<file path="src/pdm_pkg.sv">
package pdm_pkg;

    // CIC accumulator width, the integrators wrap modulo 2^cic_width
    localparam int cic_width = 32;
    localparam int pcm_width = 16;          // signed audio sample
    localparam int cic_order = 5;

    // legal decimation range, 64^5 still fits in 31 bits
    localparam int decim_factor_min = 2;
    localparam int decim_factor_max = 64;

    // PCM words dropped after each start while the filter settles
    localparam int settle_samples = 2;

    typedef logic [6:0] decim_factor_t;
    typedef logic [7:0] clk_div_t;          // half period of the bit clock minus one
    typedef logic [4:0] shift_t;            // right shift applied by the scaler

    typedef enum logic [1:0] {
        capture_idle   = 2'd0,
        capture_clear  = 2'd1,
        capture_settle = 2'd2,
        capture_run    = 2'd3
    } capture_state_t;

endpackage

</file>
<file path="src/pdm_clock_gen.sv">
module pdm_clock_gen
    import pdm_pkg::*;
(
    input  logic     clk_i,
    input  logic     rst_n_i,
    input  logic     clock_en_i,
    input  clk_div_t clk_div_i,
    output logic     pdm_clk_o,
    output logic     sample_stb_o
);

    clk_div_t count_q;
    logic     armed_q;      // set once the counter holds a live value
    clk_div_t count_cur;
    logic     toggle;

    // on the first enabled cycle the counter behaves as if it was just reloaded,
    // so the first toggle comes clk_div_i+1 cycles after the enable rises
    assign count_cur = armed_q ? count_q : clk_div_i;
    assign toggle    = (count_cur == '0);

    always_ff @(posedge clk_i) begin
        if (!rst_n_i || !clock_en_i) begin
            count_q      <= '0;
            armed_q      <= 1'b0;
            pdm_clk_o    <= 1'b0;
            sample_stb_o <= 1'b0;
        end else begin
            armed_q      <= 1'b1;
            sample_stb_o <= 1'b0;
            if (toggle) begin
                count_q   <= clk_div_i;
                pdm_clk_o <= ~pdm_clk_o;
                // one strobe per bit period, raised together with the bit clock
                sample_stb_o <= ~pdm_clk_o;
            end else begin
                count_q <= count_cur - 1'b1;
            end
        end
    end

endmodule

</file>
<file path="src/pdm_capture_ctrl.sv">
module pdm_capture_ctrl
    import pdm_pkg::*;
#(
    parameter int settle_samples = pdm_pkg::settle_samples
) (
    input  logic clk_i,
    input  logic rst_n_i,
    input  logic start_i,
    input  logic stop_i,
    input  logic scaled_valid_i,
    output logic clock_en_o,
    output logic filter_clear_o,
    output logic pcm_valid_o,
    output logic busy_o
);

    localparam int settle_w = (settle_samples > 0) ? $clog2(settle_samples + 1) : 1;

    capture_state_t      state_q;
    capture_state_t      state_d;
    logic [settle_w-1:0] settle_cnt_q;   // words seen since entering settle
    logic                settle_done;

    assign settle_done = (settle_cnt_q == settle_w'(settle_samples));

    always_comb begin
        state_d = state_q;
        case (state_q)
            capture_idle: begin
                if (start_i) begin
                    state_d = capture_clear;
                end
            end
            capture_clear: begin
                state_d = capture_settle;    // clear lasts exactly one cycle
            end
            capture_settle: begin
                if (settle_done) begin
                    state_d = capture_run;
                end
            end
            default: begin
                state_d = state_q;
            end
        endcase
        if (start_i) begin
            state_d = capture_clear;         // a start while capturing restarts the filter
        end
        if (stop_i) begin
            state_d = capture_idle;          // stop wins over everything
        end
    end

    always_ff @(posedge clk_i) begin
        if (!rst_n_i) begin
            state_q      <= capture_idle;
            settle_cnt_q <= '0;
        end else begin
            state_q <= state_d;
            if (state_q != capture_settle) begin
                settle_cnt_q <= '0;
            end else if (scaled_valid_i && !settle_done) begin
                settle_cnt_q <= settle_cnt_q + 1'b1;
            end
        end
    end

    // the bit clock runs through clear and settle so the filter fills up
    assign clock_en_o     = (state_q != capture_idle);
    assign busy_o         = (state_q != capture_idle);
    assign filter_clear_o = (state_q == capture_clear);
    assign pcm_valid_o    = scaled_valid_i && (state_q == capture_run);

endmodule

</file>
<file path="src/pdm2pcm_decimator.sv">
module pdm2pcm_decimator
    import pdm_pkg::*;
#(
    parameter int width        = cic_width,
    parameter int filter_order = cic_order,
    parameter int comb_delay   = 1
) (
    input  logic             clk_i,
    input  logic             rst_n_i,
    input  logic             reset_filter_i,
    input  decim_factor_t    decimator_factor_i,
    input  logic             pdm_i,
    input  logic             valid_i,
    output logic [width-1:0] pcm_o,
    output logic             valid_o
);

    decim_factor_t decim_cnt_q;
    logic          decim_stb_q;     // high the cycle after every factor-th strobe

    // integrator state, stage 0 accumulates the raw PDM bits
    logic [filter_order-1:0][width-1:0] integ_q;

    // comb pipeline and its differential delay lines
    logic [filter_order-1:0][width-1:0]                 comb_in;
    logic [filter_order-1:0][width-1:0]                 comb_q;
    logic [filter_order-1:0][comb_delay-1:0][width-1:0] comb_dly_q;

    // a one enters per decimated sample, the top bit marks a full comb pipeline
    logic [filter_order-1:0] fill_q;

    always_ff @(posedge clk_i) begin
        if (!rst_n_i || reset_filter_i) begin
            decim_cnt_q <= '0;
            decim_stb_q <= 1'b0;
        end else begin
            decim_stb_q <= 1'b0;
            if (valid_i) begin
                if (decim_cnt_q == decimator_factor_i - 1'b1) begin
                    decim_cnt_q <= '0;
                    decim_stb_q <= 1'b1;
                end else begin
                    decim_cnt_q <= decim_cnt_q + 1'b1;
                end
            end
        end
    end

    // integrators run at the strobe rate and are pipelined stage to stage,
    // the extra delay only shifts the decimation phase
    always_ff @(posedge clk_i) begin
        if (reset_filter_i) begin
            integ_q <= '0;
        end else if (valid_i) begin
            integ_q[0] <= integ_q[0] + width'(pdm_i);
            for (int i = 1; i < filter_order; i++) begin
                integ_q[i] <= integ_q[i] + integ_q[i-1];
            end
        end
    end

    always_comb begin
        comb_in[0] = integ_q[filter_order-1];   // already holds the last strobe of the window
        for (int i = 1; i < filter_order; i++) begin
            comb_in[i] = comb_q[i-1];
        end
    end

    // combs only move on decimated samples, wrap-around in the integrators
    // cancels here as long as the true result fits in width bits
    always_ff @(posedge clk_i) begin
        if (reset_filter_i) begin
            comb_q     <= '0;
            comb_dly_q <= '0;
        end else if (decim_stb_q) begin
            for (int i = 0; i < filter_order; i++) begin
                comb_q[i]        <= comb_in[i] - comb_dly_q[i][comb_delay-1];
                comb_dly_q[i][0] <= comb_in[i];
                for (int j = 1; j < comb_delay; j++) begin
                    comb_dly_q[i][j] <= comb_dly_q[i][j-1];
                end
            end
        end
    end

    always_ff @(posedge clk_i) begin
        if (!rst_n_i || reset_filter_i) begin
            fill_q  <= '0;
            valid_o <= 1'b0;
        end else begin
            // the first filter_order decimated samples after a clear are dropped
            valid_o <= decim_stb_q && fill_q[filter_order-1];
            if (decim_stb_q) begin
                fill_q <= (fill_q << 1) | filter_order'(1);
            end
        end
    end

    assign pcm_o = comb_q[filter_order-1];

endmodule

</file>
<file path="src/pcm_scaler.sv">
module pcm_scaler
    import pdm_pkg::*;
#(
    parameter int in_width  = cic_width,
    parameter int out_width = pcm_width
) (
    input  logic                        clk_i,
    input  logic                        rst_n_i,
    input  logic [in_width-1:0]         data_i,
    input  logic                        valid_i,
    input  shift_t                      shift_i,
    output logic signed [out_width-1:0] pcm_o,
    output logic                        valid_o
);

    // clamp limits of the signed output, held at the internal width
    localparam logic signed [in_width:0] sat_max =
        {{(in_width - out_width + 2){1'b0}}, {(out_width - 1){1'b1}}};
    localparam logic signed [in_width:0] sat_min =
        {{(in_width - out_width + 2){1'b1}}, {(out_width - 1){1'b0}}};

    logic [5:0]               offset_pos;
    logic signed [in_width:0] offset;
    logic signed [in_width:0] centered;
    logic signed [in_width:0] shifted;

    // the CIC result is unsigned with midscale at half of 2^(shift+out_width)
    assign offset_pos = {1'b0, shift_i} + 6'(out_width - 1);
    assign offset     = {{in_width{1'b0}}, 1'b1} << offset_pos;
    assign centered   = $signed({1'b0, data_i}) - offset;
    assign shifted    = centered >>> shift_i;

    always_ff @(posedge clk_i) begin
        if (valid_i) begin
            if (shifted > sat_max) begin
                pcm_o <= sat_max[out_width-1:0];
            end else if (shifted < sat_min) begin
                pcm_o <= sat_min[out_width-1:0];
            end else begin
                pcm_o <= shifted[out_width-1:0];
            end
        end
    end

    always_ff @(posedge clk_i) begin
        if (!rst_n_i) begin
            valid_o <= 1'b0;
        end else begin
            valid_o <= valid_i;     // sample lands exactly one cycle later
        end
    end

endmodule

</file>
<file path="src/pdm_mic_top.sv">
module pdm_mic_top
    import pdm_pkg::*;
#(
    parameter int filter_order   = cic_order,
    parameter int comb_delay     = 1,
    parameter int settle_samples = pdm_pkg::settle_samples
) (
    input  logic                        clk_i,
    input  logic                        rst_n_i,
    input  logic                        start_i,
    input  logic                        stop_i,
    input  clk_div_t                    clk_div_i,
    input  decim_factor_t               decim_factor_i,
    input  shift_t                      shift_i,
    input  logic                        pdm_data_i,
    output logic                        pdm_clk_o,
    output logic signed [pcm_width-1:0] pcm_o,
    output logic                        pcm_valid_o,
    output logic                        busy_o
);

    logic                 clock_en;
    logic                 filter_clear;
    logic                 sample_stb;
    logic [cic_width-1:0] cic_data;
    logic                 cic_valid;
    logic                 scaled_valid;   // every scaler word, before run gating

    pdm_clock_gen u_clock_gen (
        .clk_i        (clk_i),
        .rst_n_i      (rst_n_i),
        .clock_en_i   (clock_en),
        .clk_div_i    (clk_div_i),
        .pdm_clk_o    (pdm_clk_o),
        .sample_stb_o (sample_stb)
    );

    pdm_capture_ctrl #(
        .settle_samples (settle_samples)
    ) u_capture_ctrl (
        .clk_i          (clk_i),
        .rst_n_i        (rst_n_i),
        .start_i        (start_i),
        .stop_i         (stop_i),
        .scaled_valid_i (scaled_valid),
        .clock_en_o     (clock_en),
        .filter_clear_o (filter_clear),
        .pcm_valid_o    (pcm_valid_o),
        .busy_o         (busy_o)
    );

    // the PDM bit is taken in the system clock domain on the sample strobe
    pdm2pcm_decimator #(
        .width        (cic_width),
        .filter_order (filter_order),
        .comb_delay   (comb_delay)
    ) u_decimator (
        .clk_i              (clk_i),
        .rst_n_i            (rst_n_i),
        .reset_filter_i     (filter_clear),
        .decimator_factor_i (decim_factor_i),
        .pdm_i              (pdm_data_i),
        .valid_i            (sample_stb),
        .pcm_o              (cic_data),
        .valid_o            (cic_valid)
    );

    pcm_scaler #(
        .in_width  (cic_width),
        .out_width (pcm_width)
    ) u_scaler (
        .clk_i   (clk_i),
        .rst_n_i (rst_n_i),
        .data_i  (cic_data),
        .valid_i (cic_valid),
        .shift_i (shift_i),
        .pcm_o   (pcm_o),
        .valid_o (scaled_valid)
    );

endmodule

</file>
<file path="config.mk">
export PLATFORM = sky130hd
export DESIGN_NAME = pdm_mic_top
export DESIGN_NICKNAME = d
export VERILOG_FILES = /design/src/pdm_pkg.sv /design/src/pdm_clock_gen.sv /design/src/pdm_capture_ctrl.sv /design/src/pdm2pcm_decimator.sv /design/src/pcm_scaler.sv /design/src/pdm_mic_top.sv
export SDC_FILE = /design/constraint.sdc
export NUM_CORES = 2
export LEC_CHECK = 0
export BUFFER_PORTS_ARGS = -buffer_cell sky130_fd_sc_hd__buf_4
export CORE_AREA = 2 2 297 299
export CTS_CLUSTER_SIZE = 20
export DETAILED_ROUTE_END_ITERATION = 8
export DIE_AREA = 0 0 299 301
export PLACE_DENSITY_LB_ADDON = 0.12
export SLEW_MARGIN = 5
export SYNTH_ARGS = -nofsm -noshare
export SYNTH_HDL_FRONTEND = slang
export SYNTH_SLANG_ARGS = --single-unit
</file>
<file path="constraint.sdc">
create_clock -name clk_i -period 12 [get_ports clk_i]
set_clock_uncertainty 0.2 [all_clocks]
set_input_delay 0 -clock clk_i [delete_from_list [all_inputs] [get_ports clk_i]]
set_output_delay 0 -clock clk_i [all_outputs]
set_load 0.02 [all_outputs]
</file>
==> flow_metrics.tcl <==
set metrics [dict create \
    status "complete, no violations" \
    row_count 108 \
    drt-vias-per-instance 5.14 \
    cp_slowest_cell "nor3_1" \
    worst_slew_pin_slew_ps 1030 \
    powerDensity_nw_per_um2 99.0 \
    ioPinCount 44 \
    grt_max_degree 212 \
    crit_family "compound AO/OA/AOI/OAI gates" \
    die_area_um2 90000 \
    avgSynthCellArea_um2 8.25 \
    syn_inst 4291 \
    ys_types 103 \
    grt_antenna_before_repair 0 \
    mostFrequentLayoutCells "684 x nor2_1, 508 x dfxtp_1, 369 x mux2i_1" \
    synth-edff-count 16 \
    finalCritPeriodShare_pct 50.6 \
    reg2reg_slack_ps 6540 \
    cts_tree "done" \
    post_cts_resized 0 \
    drtIter0Drc 1068 \
    first_pass_iters 5 \
    synth_compound_area_share_pct 16.4 \
    worst-path-buf-inv 5 \
    root_buffer "clkbuf_16" \
    worstPathArrival_ps 6280 \
    crit_type "primary input to flop" \
    synth_fa_ha_area_share_pct 11.8 \
    place.gp.congestion 0.854 \
    die-width_um 299 \
    start_util_pct 40.9 \
    cp.required_ps 12210 \
    layout_commonest_cell "nor2_1" \
    grtUsageTotal_pct 17.0 \
    cp_cell_sequence "dlygate4sd3_1 > buf_4 > clkinv_1 > buf_4 > nor3_1 > nand2_1 > ha_1 > inv_1 > o21ai_0 > a21oi_1 > o21ai_0 > nor3_1 > a211o_1 > nor3_1 > a21oi_1 > o21ai_0 > o2111ai_1 > a21boi_0 > a21bo_2 > nor4_4 > a41oi_2 > o21ai_0" \
    synth_top_family_by_area "simple AND/OR/NAND/NOR gates" \
    cts.path.max_buffers 3 \
    max-cap-violations 0 \
    register_area_um2 10700 \
    synthFlopType "dfxtp_1" \
    remaining_drc_errors 0 \
    hold_class "primary input to flop" \
    portBuffers 43 \
    synth-xor-area-share_pct 7.22 \
    setup.worst_path.start_class "primary input" \
    wl_per_cell_um 13.8 \
    multi_input_area_um2 23200 \
    grt_pass1_wl_um 132000 \
    ys_ff_latch 526 \
    period_needed_ps 6070 \
    clkSlewWorstSetupHoldPaths_ps 50 \
    crit_fanout 41 \
    htree_levels 3 \
    dp_hpwl_um 53400 \
    fillers 8621 \
    rsz0062_at_grt "no" \
    grt_pass1_vias 27300 \
    cts.sinks 526 \
    setup_tns_ps 0 \
    relSlewSlack_pct 31.4 \
    slowest_delay_ps 580 \
    core-area_um2 86500 \
    seq_area_frac_synth_pct 30.2 \
    fin_nets 4660 \
    cp_common_cell "o21ai_0" \
    reg2regPathDepth 16 \
    syn2layout_area_growth_pct 10.9 \
    p_leak_nw 15.8 \
    fp.dieH_um 301 \
    insertion_delay_ps 630 \
    finalMaxSlewViolations 0 \
    cts_made_buffers 67 \
    cp-end-kind "flop" \
    async_flop_share_pct 0 \
    whs_ps 132 \
    setup_viol 0 \
    routed_wl_um 75900 \
    vias 28300 \
    synthMuxAreaShare_pct 11.2 \
    peakVddDrop_uv 94.3 \
    overflow 0 \
    yosys.area_share.simple_pct 18.8 \
    path_depth 22 \
    antenna_left 0 \
    yosys_warnings 0 \
    fmax_mhz 165 \
    drive_above_1_share_pct 5.44 \
    hold_path_depth 4 \
    syn_area_um2 35400 \
    power_w 0.00389 \
    hold_viol_final 0 \
    antennaDiodeCount 0 \
]
-- where the power goes --
part	switching [W]	internal [W]	total (W)
registers	0.00000141	0.00176	0.00176
clock network	0.000803	0.00117	0.00197
logic	0.000100	0.0000579	0.000158
total	0.000905	0.00298	0.00389
-- final cells by class --
cell class / instances / share of cell area (%)
clock buffer: 95 / 4.80
sequential: 526 / 27.3
inverter: 238 / 2.28
tap: 1155 / 3.68
clock inverter: 22 / 0.679
multi-input combinational: 3377 / 59.2
timing repair buffer: 96 / 2.13
-- per-layer routing --
layer / share of wire (%) / track usage (%)
met4: 2.4 / 4.95
met2: 47 / 30.4
met5: 0 / 0
met3: 2.0 / 2.08
met1: 49 / 21.4
-- stage by stage --
stage	cells	cell area (µm²)	utilization (%)	worst slack, ps
3_3_place_gp	5356	36700	42.5	5760
4_1_cts	5509	39300	45.4	6060
2_1_floorplan	4307	35500	-	6540
3_5_place_dp	5356	36700	42.5	5610
5_1_grt	5509	39300	45.4	5200
6_report	5509	39300	45.4	5930
-- registers in the layout (all words and copies together), names as in the netlist --
signal,flops
u_decimator.valid_o,1
u_capture_ctrl.state_q,2
u_clock_gen.sample_stb_o,1
u_decimator.pcm_o,32
u_clock_gen.pdm_clk_o,1
u_decimator.fill_q,5
u_scaler.valid_o,1
u_decimator.integ_q,128
u_decimator.comb_dly_q,160
u_clock_gen.armed_q,1
u_decimator.decim_cnt_q,7
u_decimator.comb_in,160
u_capture_ctrl.settle_cnt_q,2
u_clock_gen.count_q,8
u_decimator.decim_stb_q,1
u_scaler.pcm_o,16
-- final timing paths --
| kind | start | end |
|---|---|---|
| max reg2reg | u_decimator.pcm_o[2] | u_scaler.pcm_o[8] |
| max | shift_i[3] | u_scaler.pcm_o[8] |
| min reg2reg | u_decimator.fill_q[0] | u_decimator.fill_q[0] |
| min | rst_n_i | u_capture_ctrl.settle_cnt_q[0] |
-- logic make-up (layout without fill, tap and decap cells) --
kind of cell	Yosys count	after routing
flip-flops	526	526
AO/OA/AOI/OAI	908	908
buffers and inverters	404	451
multiplexers	388	388
other	2	18
AND/OR/NAND/NOR	1443	1443
XOR/XNOR	291	291
adder cells (fa/ha/maj)	329	329
-- cell usage after synthesis, drive strengths merged, types with 16 or more instances --
cell      n  area share, %
ha      319             11
nand3    92            1.3
o21ai   192            2.8
nand2   223            2.4
inv     235            2.5
o21a     52            1.1
a21o     76            1.6
nor2    685            7.3
xnor2   181            4.5
nor2b    60            1.1
and2     34           0.60
and3     43           0.76
o211ai   22           0.49
or3      59            1.1
dfxtp   510             29
buf      31           0.41
mux2i   370             10
a31oi    44           0.80
nand2b   45           0.80
o21bai   16           0.34
nand4    25           0.44
a21oi   302            4.3
clkbuf  135            1.4
nor3    111            1.6
edfxtp   16            1.4
a211oi   58            1.2
xor2    110            2.7
o31ai    23           0.49
-- worst register-to-register path, delay by kind of cell (launching register included) --
family                     cells  cell delay [ps]
muxes                          1              530
AOI/OAI and AO/OA              6             2070
adders and majority gates      1              300
and+or+nand+nor                8             1730
DFF                            1              330
-- repair_timing --
| action | CTS | global route |
|---|---|---|
| endpoints found under the hold margin | 48 | 0 |
| setup buffers | 0 | 0 |
| hold buffers | 36 | 0 |
(Power assumes the default switching activity.)
